--- config.mk ---
export PLATFORM = sky130hd
export DESIGN_NAME = bpu_predecode_flat
export DESIGN_NICKNAME = d
export VERILOG_FILES = /design/src/rtl/bpu_pkg.sv /design/src/rtl/bpu_update_if.sv /design/src/rtl/bpu_decode_if.sv /design/src/rtl/bpu_predecode.sv /design/src/flat_wrapper.sv
export SDC_FILE = /design/constraint.sdc
export NUM_CORES = 1
export LEC_CHECK = 0
export BUFFER_PORTS_ARGS = -buffer_cell sky130_fd_sc_hd__buf_2
export CAP_MARGIN = 0
export CORE_AREA = 2 2 168 170
export DETAILED_ROUTE_END_ITERATION = 6
export DIE_AREA = 0 0 170 172
export PLACE_DENSITY_LB_ADDON = 0.3
export SLEW_MARGIN = 5
export SYNTH_ARGS = -nofsm -noshare
export SYNTH_HDL_FRONTEND = slang
export SYNTH_SLANG_ARGS = --single-unit
--- constraint.sdc ---
create_clock -name vclk -period 2.5
set_input_delay 0.125 -clock vclk [all_inputs]
set_output_delay 0.125 -clock vclk [all_outputs]
set_load 0.005 [all_outputs]
--- src/rtl/bpu_pkg.sv ---
`default_nettype none

package bpu_pkg;

    localparam int XLEN = 32;

    typedef logic [XLEN-1:0] addr_t;
    typedef logic [1:0]      ctr_t;  // msb set means taken

    localparam ctr_t CTR_INIT = 2'b01;  // weakly not-taken

    localparam logic [6:0] OPC_BRANCH = 7'b1100011;
    localparam logic [6:0] OPC_JAL    = 7'b1101111;
    localparam logic [6:0] OPC_JALR   = 7'b1100111;

    // link registers that mark a return
    localparam logic [4:0] RA_REG       = 5'd1;
    localparam logic [4:0] ALT_LINK_REG = 5'd5;

    typedef struct packed {
        logic       imm12;
        logic [5:0] imm10_5;
        logic [4:0] rs2;
        logic [4:0] rs1;
        logic [2:0] funct3;
        logic [3:0] imm4_1;
        logic       imm11;
        logic [6:0] opcode;
    } b_view_t;

    typedef struct packed {
        logic       imm20;
        logic [9:0] imm10_1;
        logic       imm11;
        logic [7:0] imm19_12;
        logic [4:0] rd;
        logic [6:0] opcode;
    } j_view_t;

    typedef struct packed {
        logic [11:0] imm;
        logic [4:0]  rs1;
        logic [2:0]  funct3;
        logic [4:0]  rd;
        logic [6:0]  opcode;
    } i_view_t;

    // one instruction word, three decodings
    typedef union packed {
        b_view_t b_view;
        j_view_t j_view;
        i_view_t i_view;
    } inst_u;

endpackage

`default_nettype wire
--- src/rtl/bpu_update_if.sv ---
`timescale 1ns/1ns
`default_nettype none

interface bpu_update_if;

    logic           upd_valid;
    logic           upd_taken;
    bpu_pkg::addr_t upd_pc;
    bpu_pkg::addr_t upd_target;
    logic           ex_ret;      // execute word is a return
    logic           push_valid;  // call seen in decode, ungated
    bpu_pkg::addr_t push_addr;
    logic           pop_en;
    logic           push_en;

    modport src (
        output upd_valid, upd_taken, upd_pc, upd_target, ex_ret,
        output push_valid, push_addr, pop_en, push_en
    );

    modport tbl (
        input upd_valid, upd_taken, upd_pc, upd_target, ex_ret,
        input push_valid, push_addr, pop_en, push_en
    );

endinterface

`default_nettype wire

--- src/rtl/bpu_decode_if.sv ---
`timescale 1ns/1ns
`default_nettype none

interface bpu_decode_if;

    bpu_pkg::addr_t fetch_pc;
    logic           is_branch;
    logic           is_jal;
    logic           is_jalr;
    logic           is_ret;
    bpu_pkg::addr_t br_target;   // pc + b immediate
    bpu_pkg::addr_t jal_target;  // pc + j immediate
    bpu_pkg::addr_t seq_pc;      // pc + 4

    modport src (
        output fetch_pc, is_branch, is_jal, is_jalr, is_ret,
        output br_target, jal_target, seq_pc
    );

    modport dst (
        input fetch_pc, is_branch, is_jal, is_jalr, is_ret,
        input br_target, jal_target, seq_pc
    );

endinterface

`default_nettype wire

--- src/rtl/bpu_predecode.sv ---
`timescale 1ns/1ns
`default_nettype none

module bpu_predecode (
    input  bpu_pkg::addr_t   if_pc_i,
    input  bpu_pkg::addr_t   if_inst_i,
    input  bpu_pkg::addr_t   ex_inst_i,
    input  bpu_pkg::addr_t   ex_pc_i,
    input  bpu_pkg::addr_t   ex_target_i,
    input  logic             ex_valid_i,
    input  logic             ex_taken_i,
    input  logic             ex_stall_i,
    input  logic             id_stall_i,
    input  logic             id_push_valid_i,
    input  bpu_pkg::addr_t   id_push_addr_i,
    bpu_decode_if.src        dec_o,
    bpu_update_if.src        upd_o
);

    bpu_pkg::inst_u  if_word;
    bpu_pkg::inst_u  ex_word;
    bpu_pkg::addr_t  b_imm;
    bpu_pkg::addr_t  j_imm;
    logic            if_link_src;
    logic            ex_link_src;

    assign if_word = if_inst_i;
    assign ex_word = ex_inst_i;

    // sign-extended immediates, bit 0 always zero
    assign b_imm = {{20{if_word.b_view.imm12}}, if_word.b_view.imm11,
                    if_word.b_view.imm10_5, if_word.b_view.imm4_1, 1'b0};
    assign j_imm = {{12{if_word.j_view.imm20}}, if_word.j_view.imm19_12,
                    if_word.j_view.imm11, if_word.j_view.imm10_1, 1'b0};

    assign if_link_src = (if_word.i_view.rs1 == bpu_pkg::RA_REG) ||
                         (if_word.i_view.rs1 == bpu_pkg::ALT_LINK_REG);
    assign ex_link_src = (ex_word.i_view.rs1 == bpu_pkg::RA_REG) ||
                         (ex_word.i_view.rs1 == bpu_pkg::ALT_LINK_REG);

    assign dec_o.fetch_pc   = if_pc_i;
    assign dec_o.is_branch  = (if_word.b_view.opcode == bpu_pkg::OPC_BRANCH);
    assign dec_o.is_jal     = (if_word.j_view.opcode == bpu_pkg::OPC_JAL);
    assign dec_o.is_jalr    = (if_word.i_view.opcode == bpu_pkg::OPC_JALR);
    assign dec_o.is_ret     = dec_o.is_jalr && (if_word.i_view.rd == 5'd0) &&
                              if_link_src && (if_word.i_view.imm == 12'd0);
    assign dec_o.br_target  = if_pc_i + b_imm;
    assign dec_o.jal_target = if_pc_i + j_imm;
    assign dec_o.seq_pc     = if_pc_i + 32'd4;

    assign upd_o.upd_valid  = ex_valid_i;
    assign upd_o.upd_taken  = ex_taken_i;
    assign upd_o.upd_pc     = ex_pc_i;
    assign upd_o.upd_target = ex_target_i;
    // rd is not checked on the execute side
    assign upd_o.ex_ret     = (ex_word.i_view.opcode == bpu_pkg::OPC_JALR) &&
                              ex_link_src && (ex_word.i_view.imm == 12'd0);
    assign upd_o.push_valid = id_push_valid_i;
    assign upd_o.push_addr  = id_push_addr_i;

    // the only place the stall gating lives
    assign upd_o.pop_en  = upd_o.upd_valid && upd_o.upd_taken && upd_o.ex_ret && !ex_stall_i;
    assign upd_o.push_en = id_push_valid_i && !ex_stall_i && !id_stall_i;

endmodule

`default_nettype wire

--- src/flat_wrapper.sv ---
// flat-port wrapper written by rule: the top's interface ports become plain ports
module bpu_predecode_flat 
  (if_pc_i, if_inst_i, ex_inst_i, ex_pc_i, ex_target_i, ex_valid_i, ex_taken_i, ex_stall_i, id_stall_i, id_push_valid_i, id_push_addr_i, dec_o_fetch_pc, dec_o_is_branch, dec_o_is_jal, dec_o_is_jalr, dec_o_is_ret, dec_o_br_target, dec_o_jal_target, dec_o_seq_pc, upd_o_upd_valid, upd_o_upd_taken, upd_o_upd_pc, upd_o_upd_target, upd_o_ex_ret, upd_o_push_valid, upd_o_push_addr, upd_o_pop_en, upd_o_push_en);
  bpu_decode_if dec_o_i ();
  bpu_update_if upd_o_i ();
  input  bpu_pkg::addr_t if_pc_i;
  input  bpu_pkg::addr_t if_inst_i;
  input  bpu_pkg::addr_t ex_inst_i;
  input  bpu_pkg::addr_t ex_pc_i;
  input  bpu_pkg::addr_t ex_target_i;
  input  logic ex_valid_i;
  input  logic ex_taken_i;
  input  logic ex_stall_i;
  input  logic id_stall_i;
  input  logic id_push_valid_i;
  input  bpu_pkg::addr_t id_push_addr_i;
  output wire logic [$bits(dec_o_i.fetch_pc)-1:0] dec_o_fetch_pc;
  output wire logic [$bits(dec_o_i.is_branch)-1:0] dec_o_is_branch;
  output wire logic [$bits(dec_o_i.is_jal)-1:0] dec_o_is_jal;
  output wire logic [$bits(dec_o_i.is_jalr)-1:0] dec_o_is_jalr;
  output wire logic [$bits(dec_o_i.is_ret)-1:0] dec_o_is_ret;
  output wire logic [$bits(dec_o_i.br_target)-1:0] dec_o_br_target;
  output wire logic [$bits(dec_o_i.jal_target)-1:0] dec_o_jal_target;
  output wire logic [$bits(dec_o_i.seq_pc)-1:0] dec_o_seq_pc;
  output wire logic [$bits(upd_o_i.upd_valid)-1:0] upd_o_upd_valid;
  output wire logic [$bits(upd_o_i.upd_taken)-1:0] upd_o_upd_taken;
  output wire logic [$bits(upd_o_i.upd_pc)-1:0] upd_o_upd_pc;
  output wire logic [$bits(upd_o_i.upd_target)-1:0] upd_o_upd_target;
  output wire logic [$bits(upd_o_i.ex_ret)-1:0] upd_o_ex_ret;
  output wire logic [$bits(upd_o_i.push_valid)-1:0] upd_o_push_valid;
  output wire logic [$bits(upd_o_i.push_addr)-1:0] upd_o_push_addr;
  output wire logic [$bits(upd_o_i.pop_en)-1:0] upd_o_pop_en;
  output wire logic [$bits(upd_o_i.push_en)-1:0] upd_o_push_en;
  assign dec_o_fetch_pc = dec_o_i.fetch_pc;
  assign dec_o_is_branch = dec_o_i.is_branch;
  assign dec_o_is_jal = dec_o_i.is_jal;
  assign dec_o_is_jalr = dec_o_i.is_jalr;
  assign dec_o_is_ret = dec_o_i.is_ret;
  assign dec_o_br_target = dec_o_i.br_target;
  assign dec_o_jal_target = dec_o_i.jal_target;
  assign dec_o_seq_pc = dec_o_i.seq_pc;
  assign upd_o_upd_valid = upd_o_i.upd_valid;
  assign upd_o_upd_taken = upd_o_i.upd_taken;
  assign upd_o_upd_pc = upd_o_i.upd_pc;
  assign upd_o_upd_target = upd_o_i.upd_target;
  assign upd_o_ex_ret = upd_o_i.ex_ret;
  assign upd_o_push_valid = upd_o_i.push_valid;
  assign upd_o_push_addr = upd_o_i.push_addr;
  assign upd_o_pop_en = upd_o_i.pop_en;
  assign upd_o_push_en = upd_o_i.push_en;
  bpu_predecode u_core (.if_pc_i(if_pc_i), .if_inst_i(if_inst_i), .ex_inst_i(ex_inst_i), .ex_pc_i(ex_pc_i), .ex_target_i(ex_target_i), .ex_valid_i(ex_valid_i), .ex_taken_i(ex_taken_i), .ex_stall_i(ex_stall_i), .id_stall_i(id_stall_i), .id_push_valid_i(id_push_valid_i), .id_push_addr_i(id_push_addr_i), .dec_o(dec_o_i), .upd_o(upd_o_i));
endmodule
==> flow_summary.html, run 1 <==
<table>
<tr><th>Metric</th><th>Value</th></tr>
<tr><th colspan="2">Worst hold path</th></tr>
<tr><td>Min-delay worst type</td><td>in -&gt; out</td></tr>
<tr><th colspan="2">Cells and area</th></tr>
<tr><td>Final sequential cell count</td><td>0</td></tr>
<tr><td>Number of fill cells in the layout</td><td>3110</td></tr>
<tr><td>Final core occ</td><td>0.247</td></tr>
<tr><td>Sequential Area</td><td>0 sq um</td></tr>
<tr><td>Net count of the finished layout</td><td>1123</td></tr>
<tr><td>Proportion of layout cells with a drive suffix above 1</td><td>0.536</td></tr>
<tr><td>Count of clock-net buffers in the final layout</td><td>0</td></tr>
<tr><td>Final cell count without fillers</td><td>1226</td></tr>
<tr><td>Multi-input gate area</td><td>3820 sq um</td></tr>
<tr><td>Layout-stage area growth over the synthesis result</td><td>47.6%</td></tr>
<tr><td>Post-route standard cell area excluding fillers</td><td>6780 sq um</td></tr>
<tr><th colspan="2">Timing</th></tr>
<tr><td>Minimum setup slack in the final design</td><td>-81.0 ps</td></tr>
<tr><td>Transition time at the pin with the least slew margin</td><td>596 ps</td></tr>
<tr><td>Fmax achieved</td><td>387 MHz</td></tr>
<tr><td>Smallest hold slack</td><td>250 ps</td></tr>
<tr><td>Relative slew slack</td><td>0.597</td></tr>
<tr><td>Final cycle utilization of the critical path</td><td>1.03</td></tr>
<tr><td>Hold violation total from the final report</td><td>0</td></tr>
<tr><td>Unrepaired setup endpoints after global routing</td><td>yes</td></tr>
<tr><td>Clock period minus worst slack</td><td>2580 ps</td></tr>
<tr><td>Total negative slack</td><td>-245 ps</td></tr>
<tr><td>Slew Viols, Final</td><td>0</td></tr>
<tr><td>Finish-stage setup viols</td><td>7</td></tr>
<tr><th colspan="2">Worst setup path</th></tr>
<tr><td>Worst EP arrival</td><td>2460 ps</td></tr>
<tr><td>Top fanout value on the critical path</td><td>7</td></tr>
<tr><td>Worst Setup Start Kind</td><td>input port</td></tr>
<tr><td>Crit end category</td><td>output pin</td></tr>
<tr><td>Start-to-end type of the worst setup path</td><td>in -&gt; out</td></tr>
<tr><td>Worst Path Required</td><td>2380 ps</td></tr>
<tr><th colspan="2">Synth</th></tr>
<tr><td>Area fraction in and, or, nand and nor cells after synthesis</td><td>0.206</td></tr>
<tr><td>Xor/xnor share of the synthesized area</td><td>0.151</td></tr>
<tr><td>Ranking of synthesized cells by area</td><td>sky130_fd_sc_hd__buf_4 (22%), sky130_fd_sc_hd__ha_1 (12%), sky130_fd_sc_hd__xnor2_1 (11%)</td></tr>
<tr><td>Cell taking the most area after synthesis</td><td>sky130_fd_sc_hd__buf_4</td></tr>
<tr><td>Multiplexer fraction of the synthesized cell area</td><td>0.00898</td></tr>
<tr><td>Unique cell type count in the Yosys netlist</td><td>68</td></tr>
<tr><td>Area share of fa/ha/maj cells after synthesis</td><td>0.129</td></tr>
<tr><td>Portion of the post-synthesis area used by sequential elements</td><td>0</td></tr>
<tr><td>Post-synthesis cell count</td><td>638</td></tr>
<tr><td>Netlist area before placement</td><td>4600 sq um</td></tr>
<tr><td>Combinational family with the most area after synthesis</td><td>buffers and inverters</td></tr>
<tr><td>Compound-cell area share of the yosys netlist</td><td>0.250</td></tr>
<tr><td>Number of nets in the synthesized netlist</td><td>881</td></tr>
<tr><td>Post-Syn Area per Cell</td><td>7.20 sq um</td></tr>
<tr><td>Proportion of netlist area held by the largest area contributor</td><td>0.222</td></tr>
<tr><td>Synth warnings</td><td>0</td></tr>
<tr><th colspan="2">Status</th></tr>
<tr><td>Status</td><td>finished with violations</td></tr>
<tr><td>Violated checks</td><td>negative setup slack</td></tr>
<tr><th colspan="2">Power and ir drop</th></tr>
<tr><td>Peak supply drop</td><td>0.000112 V</td></tr>
<tr><td>Net load switching power</td><td>953 uW</td></tr>
<tr><td>Clk network pwr share</td><td>0</td></tr>
<tr><td>Sequential Power Share</td><td>0</td></tr>
<tr><td>Overall power of the completed layout</td><td>1.91 mW</td></tr>
<tr><td>Static leakage</td><td>3.28 nW</td></tr>
<tr><td>Net switching share of the total power</td><td>0.500</td></tr>
<tr><td>Part of the power in combinational logic</td><td>1.000</td></tr>
<tr><td>Areal power density over the cells</td><td>281 nW/um^2</td></tr>
<tr><td>Int Power</td><td>953 uW</td></tr>
<tr><th colspan="2">Global routing</th></tr>
<tr><td>Antenna violations before repair</td><td>2</td></tr>
<tr><td>Maximum number of pins on one net before global-route repair</td><td>14</td></tr>
<tr><td>Total global routing track utilization</td><td>0.129</td></tr>
<tr><td>Gr ovfl total</td><td>0</td></tr>
<tr><td>Number of global-route vias before repair</td><td>4914</td></tr>
<tr><td>Global-route wire length before repair</td><td>28900 um</td></tr>
<tr><th colspan="2">Route</th></tr>
<tr><td>First DRT Iteration DRCs</td><td>193</td></tr>
<tr><td>Highest metal used</td><td>met4</td></tr>
<tr><td>Routed met3 length</td><td>1330 um</td></tr>
<tr><td>Vias post-DR</td><td>5293</td></tr>
<tr><td>DR pass1 iterations</td><td>4</td></tr>
<tr><td>Routed vias/inst</td><td>4.32</td></tr>
<tr><td>Routed met1 length</td><td>8730 um</td></tr>
<tr><td>Routed length per instance</td><td>16.7 um</td></tr>
<tr><td>DRT antenna net count</td><td>0</td></tr>
<tr><td>Drt drc</td><td>0</td></tr>
<tr><td>Total met2 wirelength after detailed routing</td><td>10000 um</td></tr>
<tr><td>Wire length reported by the detailed router</td><td>20500 um</td></tr>
<tr><th colspan="2">Placement</th></tr>
<tr><td>Post-DP Area</td><td>6190 sq um</td></tr>
<tr><td>Buffers added on ports</td><td>225</td></tr>
<tr><td>Pre-CTS setup slack</td><td>-320 ps</td></tr>
<tr><td>Detailed-placement wirelength estimate</td><td>18000 um</td></tr>
<tr><td>Placed cells</td><td>1207</td></tr>
<tr><td>Routability congestion estimate from global placement</td><td>0.833</td></tr>
<tr><th colspan="2">Floorplan</th></tr>
<tr><td>Effective utilization at floorplan</td><td>0.167</td></tr>
<tr><td>Cell Rows</td><td>61</td></tr>
<tr><td>Die H</td><td>172 um</td></tr>
<tr><td>Die area</td><td>29200 sq um</td></tr>
<tr><td>CORE AREA</td><td>27500 sq um</td></tr>
<tr><td>I/O pin count</td><td>431</td></tr>
<tr><td>Die Wd</td><td>170 um</td></tr>
<tr><th colspan="2">Clock tree</th></tr>
<tr><td>Hold_buf cts</td><td>0</td></tr>
<tr><th colspan="2">Flow run</th></tr>
<tr><td>Count of maximum capacitance violations</td><td>0</td></tr>
</table>
-- repair_timing --
| item | 4_1_cts | 5_1_grt |
|---|---|---|
| gates resized for setup | 27 | 59 |
| pin swaps | 16 | 38 |
| setup buffers | 3 | 14 |
| endpoints found under the setup margin | 28 | 24 |
-- layout by cell type, fill, tap and decap left out, types with 5 or more instances in the layout --
master	count
sky130_fd_sc_hd__buf_2	218
sky130_fd_sc_hd__buf_4	164
sky130_fd_sc_hd__xnor2_1	57
sky130_fd_sc_hd__nand2_1	47
sky130_fd_sc_hd__nor2_1	31
sky130_fd_sc_hd__ha_1	30
sky130_fd_sc_hd__a21oi_1	29
sky130_fd_sc_hd__a21o_1	26
sky130_fd_sc_hd__nand3_1	22
sky130_fd_sc_hd__xor2_1	20
sky130_fd_sc_hd__inv_1	18
sky130_fd_sc_hd__nor3_1	17
sky130_fd_sc_hd__nand4_1	14
sky130_fd_sc_hd__o21ai_0	14
sky130_fd_sc_hd__ha_4	10
sky130_fd_sc_hd__and3_1	8
sky130_fd_sc_hd__a21oi_2	8
sky130_fd_sc_hd__buf_6	8
sky130_fd_sc_hd__o21ai_2	7
sky130_fd_sc_hd__and2_1	7
sky130_fd_sc_hd__o21bai_1	6
sky130_fd_sc_hd__o31ai_4	5
sky130_fd_sc_hd__nor4_1	5
-- cell type report --
type	instances	area share
antenna	2	0.000738
multi-input combinational	467	0.564
inverter	18	0.00996
tap	346	0.0638
timing repair buffer	393	0.362
-- Yosys cell counts (all sizes together), types with 4 or more instances --
cell type	number
clkbuf	4
a211oi	8
ha	44
nor2	33
nor3	18
a31oi	7
o21bai	6
nor2b	4
and4	4
buf	149
nand4	14
a21boi	5
xor2	20
o211ai	4
o311ai	4
inv	18
nand3	23
o21ai	25
xnor2	59
a21o	27
nand2	47
and3	8
and2	7
nor4	6
o31ai	8
or2	4
a21oi	39
-- metal layers --
layer,vias to the layer above,GRT usage
met1,2439,0.164
met3,43,0.0222
met5,-,0
met4,0,0.0249
li1,2642,-
met2,169,0.228
-- cell families (layout without fill, tap and decap cells) --
logic type | after synthesis | count (layout)
and+or+nand+nor | 184 | 184
buffers and inverters | 171 | 411
AOI/OAI and AO/OA | 154 | 154
xor gates and xnor gates | 79 | 79
adders and majority gates | 46 | 46
muxes | 4 | 4
other | 0 | 2
-- final timing paths --
path,start,end,slack (ps),depth (start not counted)
worst max-delay path,if_pc_i[1],dec_o_br_target[31],-80,12
worst min-delay path,id_push_addr_i[12],upd_o_push_addr[12],250,0
-- power groups by stage --
stage	Combinational [mW]	Clock (mW)	Sequential, mW
5_1_grt	2.10	0	0
6_report	1.91	0.000000107	0
3_5_place_dp	1.74	0	0
3_3_place_gp	1.75	0	0
4_1_cts	1.80	0	0
2_1_floorplan	0.985	0	0
-- worst max-delay path, stage by stage --
cell and delay [ps]:
sky130_fd_sc_hd__buf_8 100, sky130_fd_sc_hd__ha_4 160, sky130_fd_sc_hd__fa_2 330, sky130_fd_sc_hd__a21o_1 210
sky130_fd_sc_hd__a21oi_4 190, sky130_fd_sc_hd__o21ai_2 80, sky130_fd_sc_hd__a211o_1 370, sky130_fd_sc_hd__a221oi_4 250
sky130_fd_sc_hd__buf_6 170, sky130_fd_sc_hd__mux2i_1 190, sky130_fd_sc_hd__o311ai_1 110, sky130_fd_sc_hd__buf_2 150
Power figures use the tool's default switching activity.
==> inputs of run 2 (changes only) <==
--- a/config.mk
+++ b/config.mk
@@ -7,9 +7,9 @@
 export LEC_CHECK = 0
 export BUFFER_PORTS_ARGS = -buffer_cell sky130_fd_sc_hd__buf_2
 export CAP_MARGIN = 0
-export CORE_AREA = 2 2 168 170
+export CORE_AREA = 2 2 170 172
 export DETAILED_ROUTE_END_ITERATION = 6
-export DIE_AREA = 0 0 170 172
+export DIE_AREA = 0 0 172 174
 export PLACE_DENSITY_LB_ADDON = 0.3
 export SLEW_MARGIN = 5
 export SYNTH_ARGS = -nofsm -noshare
==> run 2 against run 1 <==
Against the previous run:
- the flow still finishes with violations (negative setup slack)
- maximum frequency is 0.10% higher
- sequential share of layout area stayed put
- first-iteration DRC count up 16%
- die area rose by 2.4%
- clock-buffer cell count unchanged
- critical path type unchanged
- highest routed layer is now met5
==> flow_summary.html, run 2 (same netlist as run 1, synthesis figures left out) <==
<table>
<tr><th>Metric</th><th>Value</th></tr>
<tr><th colspan="2">Status</th></tr>
<tr><td>Status</td><td>finished with violations</td></tr>
<tr><td>Violated checks</td><td>negative setup slack</td></tr>
<tr><th colspan="2">Floorplan</th></tr>
<tr><td>Die area</td><td>29900 sq um (+2.4%)</td></tr>
<tr><td>CORE AREA</td><td>28200 sq um (+2.8%)</td></tr>
<tr><td>Cell Rows</td><td>62 (+1.6%)</td></tr>
<tr><td>Effective utilization at floorplan</td><td>0.163 (-0.00451)</td></tr>
<tr><td>Die H</td><td>174 um (+1.2%)</td></tr>
<tr><td>I/O pin count</td><td>431 (unchanged)</td></tr>
<tr><td>Die Wd</td><td>172 um (+1.2%)</td></tr>
<tr><th colspan="2">Timing</th></tr>
<tr><td>Final cycle utilization of the critical path</td><td>1.03 (-0.00108)</td></tr>
<tr><td>Total negative slack</td><td>-195 ps (+49.9 ps)</td></tr>
<tr><td>Relative slew slack</td><td>0.668 (+0.0715)</td></tr>
<tr><td>Smallest hold slack</td><td>250 ps (unchanged)</td></tr>
<tr><td>Hold violation total from the final report</td><td>0 (unchanged)</td></tr>
<tr><td>Unrepaired setup endpoints after global routing</td><td>yes</td></tr>
<tr><td>Finish-stage setup viols</td><td>4 (-3)</td></tr>
<tr><td>Minimum setup slack in the final design</td><td>-78.3 ps (+2.70 ps)</td></tr>
<tr><td>Fmax achieved</td><td>388 MHz (+0.10%)</td></tr>
<tr><td>Slew Viols, Final</td><td>0 (unchanged)</td></tr>
<tr><td>Transition time at the pin with the least slew margin</td><td>490 ps (-106 ps)</td></tr>
<tr><td>Clock period minus worst slack</td><td>2580 ps (-2.70 ps)</td></tr>
<tr><th colspan="2">Worst setup path</th></tr>
<tr><td>Family with the most delay on the worst path</td><td>compound AO/OA/AOI/OAI gates</td></tr>
<tr><td>Start-to-end type of the worst setup path</td><td>in -&gt; out</td></tr>
<tr><td>Peak per-stage delay on the critical path</td><td>370 ps (about the same)</td></tr>
<tr><td>Crit end category</td><td>output pin</td></tr>
<tr><td>Top fanout value on the critical path</td><td>7 (unchanged)</td></tr>
<tr><td>Launching element of the worst setup path</td><td>if_pc_i[1]</td></tr>
<tr><td>Buffering stage count on the worst path with inverters included</td><td>3 (unchanged)</td></tr>
<tr><td>Series of cell instances along the critical path</td><td>buf_8 -&gt; ha_4 -&gt; fa_2 -&gt; a21o_1 -&gt; a21oi_2 -&gt; o21ai_2 -&gt; a211o_1 -&gt; a221oi_4 -&gt; buf_12 -&gt; mux2i_2 -&gt; o311ai_1 -&gt; buf_2</td></tr>
<tr><td>Worst Path Required</td><td>2380 ps (about the same)</td></tr>
<tr><td>Highest-delay cell along the critical path</td><td>sky130_fd_sc_hd__a211o_1</td></tr>
<tr><td>Worst Setup Start Kind</td><td>input port</td></tr>
<tr><td>Worst EP arrival</td><td>2450 ps (about the same)</td></tr>
<tr><th colspan="2">Placement</th></tr>
<tr><td>Buffers added on ports</td><td>225 (unchanged)</td></tr>
<tr><td>Detailed-placement wirelength estimate</td><td>18300 um (+1.3%)</td></tr>
<tr><td>Placed cells</td><td>1217 (+0.83%)</td></tr>
<tr><td>Routability congestion estimate from global placement</td><td>0.797 (-4.3%)</td></tr>
<tr><th colspan="2">Flow run</th></tr>
<tr><td>Count of maximum capacitance violations</td><td>0 (unchanged)</td></tr>
<tr><th colspan="2">Cells and area</th></tr>
<tr><td>Final core occ</td><td>0.231 (-0.0156)</td></tr>
<tr><td>Sequential Area</td><td>0 sq um (unchanged)</td></tr>
<tr><td>Final cell count without fillers</td><td>1234 (+0.65%)</td></tr>
<tr><td>Most common library cell in the layout ignoring fill and taps</td><td>sky130_fd_sc_hd__buf_2</td></tr>
<tr><td>Layout-stage area growth over the synthesis result</td><td>42.1%</td></tr>
<tr><td>Proportion of layout cells with a drive suffix above 1</td><td>0.514 (-0.0223)</td></tr>
<tr><td>Net count of the finished layout</td><td>1093 (-2.7%)</td></tr>
<tr><td>Final sequential cell count</td><td>0 (unchanged)</td></tr>
<tr><td>Leading cell types in the layout, fill and taps excluded</td><td>sky130_fd_sc_hd__buf_2 (218), sky130_fd_sc_hd__buf_4 (131), sky130_fd_sc_hd__xnor2_1 (58), sky130_fd_sc_hd__nand2_1 (45), sky130_fd_sc_hd__ha_1 (33)</td></tr>
<tr><td>Number of fill cells in the layout</td><td>3217 (+3.4%)</td></tr>
<tr><td>Count of clock-net buffers in the final layout</td><td>0 (unchanged)</td></tr>
<tr><th colspan="2">Global routing</th></tr>
<tr><td>Number of global-route vias before repair</td><td>5078 (+3.3%)</td></tr>
<tr><td>Most congested layer reported by global routing</td><td>met2</td></tr>
<tr><td>Maximum number of pins on one net before global-route repair</td><td>14 (unchanged)</td></tr>
<tr><td>Global-route track usage on met1</td><td>0.172 (+0.00767)</td></tr>
<tr><td>Met3 track demand over resource in global routing</td><td>0.0203 (-0.00194)</td></tr>
<tr><td>Global-route wire length before repair</td><td>30200 um (+4.5%)</td></tr>
<tr><td>Met2 usage</td><td>0.221 (-0.00630)</td></tr>
<tr><td>Antenna violations before repair</td><td>1 (-1)</td></tr>
<tr><td>Total global routing track utilization</td><td>0.130 (+0.00188)</td></tr>
<tr><td>Gr ovfl total</td><td>0 (unchanged)</td></tr>
<tr><th colspan="2">Worst hold path</th></tr>
<tr><td>Depth of the worst hold-timing path</td><td>0 (unchanged)</td></tr>
<tr><td>Min-delay worst type</td><td>in -&gt; out</td></tr>
<tr><td>Worst min-delay path endpoint</td><td>upd_o_push_addr[0]</td></tr>
<tr><td>Startpoint of the lowest-slack hold path</td><td>id_push_addr_i[0]</td></tr>
<tr><th colspan="2">Power and ir drop</th></tr>
<tr><td>Int Power</td><td>893 uW (-6.3%)</td></tr>
<tr><td>Net switching share of the total power</td><td>0.511 (+0.0107)</td></tr>
<tr><td>Part of the power in combinational logic</td><td>1.000 (about the same)</td></tr>
<tr><td>Peak supply drop</td><td>0.000103 V (-8.1%)</td></tr>
<tr><td>Areal power density over the cells</td><td>279 nW/um^2 (-0.58%)</td></tr>
<tr><td>Overall power of the completed layout</td><td>1.82 mW (-4.3%)</td></tr>
<tr><td>Clk network pwr share</td><td>0 (unchanged)</td></tr>
<tr><td>Net load switching power</td><td>932 uW (-2.2%)</td></tr>
<tr><td>Static leakage</td><td>3.10 nW (-5.5%)</td></tr>
<tr><td>Sequential Power Share</td><td>0 (unchanged)</td></tr>
<tr><th colspan="2">Route</th></tr>
<tr><td>Drt drc</td><td>0 (unchanged)</td></tr>
<tr><td>DR pass1 iterations</td><td>4 (unchanged)</td></tr>
<tr><td>Wire length reported by the detailed router</td><td>20700 um (+1.1%)</td></tr>
<tr><td>DRT antenna net count</td><td>0 (unchanged)</td></tr>
<tr><td>Vias post-DR</td><td>5286 (-0.13%)</td></tr>
<tr><td>First DRT Iteration DRCs</td><td>223 (+16%)</td></tr>
<tr><td>Routed vias/inst</td><td>4.28 (-0.78%)</td></tr>
<tr><td>Routed length per instance</td><td>16.8 um (+0.49%)</td></tr>
<tr><th colspan="2">Clock tree</th></tr>
<tr><td>Hold_buf cts</td><td>0 (unchanged)</td></tr>
</table>
run 2: cell count changes in the layout (fill, tap and decap cells not counted), moves of 3 or more:
cell	before	now
sky130_fd_sc_hd__a21oi_1	29	32
sky130_fd_sc_hd__buf_4	164	131
sky130_fd_sc_hd__ha_1	30	33
sky130_fd_sc_hd__o21ai_1	4	7
sky130_fd_sc_hd__ha_4	10	6
run 2: power groups by stage:
stage / sequential [mW] / combinational, mW / clock, mW
after floorplan: 0 / 0.985 / 0
after global placement: 0 / 1.71 / 0
after detailed placement: 0 / 1.70 / 0
after CTS: 0 / 1.77 / 0
after global routing: 0 / 2.01 / 0
final: 0 / 1.82 / 0.000000107
run 2: per-layer routing:
layer / up-vias / share of wire
li1: 2578 / -
met3: 42 / 0.059
met2: 188 / 0.47
met5: - / 0.00063
met1: 2476 / 0.44
met4: 2 / 0.026
run 2: how the worst max path moves through the flow:
stage                          endpoint  slack, ps  cells past startpoint
detailed placement  dec_o_br_target[30]       -360                     10
floorplan           dec_o_br_target[31]        160                      9
global placement    dec_o_br_target[30]       -380                     10
CTS                 dec_o_br_target[31]       -100                     12
global route        dec_o_br_target[31]       -210                     12
finish              dec_o_br_target[31]        -80                     12
run 2: metrics by stage:
stage,cell area (sq um),setup slack [ps]
detailed placement,6040,-362
finish,6530,-78.3
global route,6530,-214
floorplan,4600,164
CTS,6240,-104
global placement,6040,-382
run 2: cell type report:
cell class	count	area, sq um	area share
multi-input cells	467	3730	0.571
repair buffers	363	2250	0.345
diodes	2	5.00	0.000766
well taps	384	480	0.0736
inverters	18	67.6	0.0103
run 2: repair_timing:
action,CTS,global route
resized for setup,29,52
setup endpoints to repair,28,26
endpoints found under the hold margin,0,0
setup buffers,6,10
pin swaps,24,30
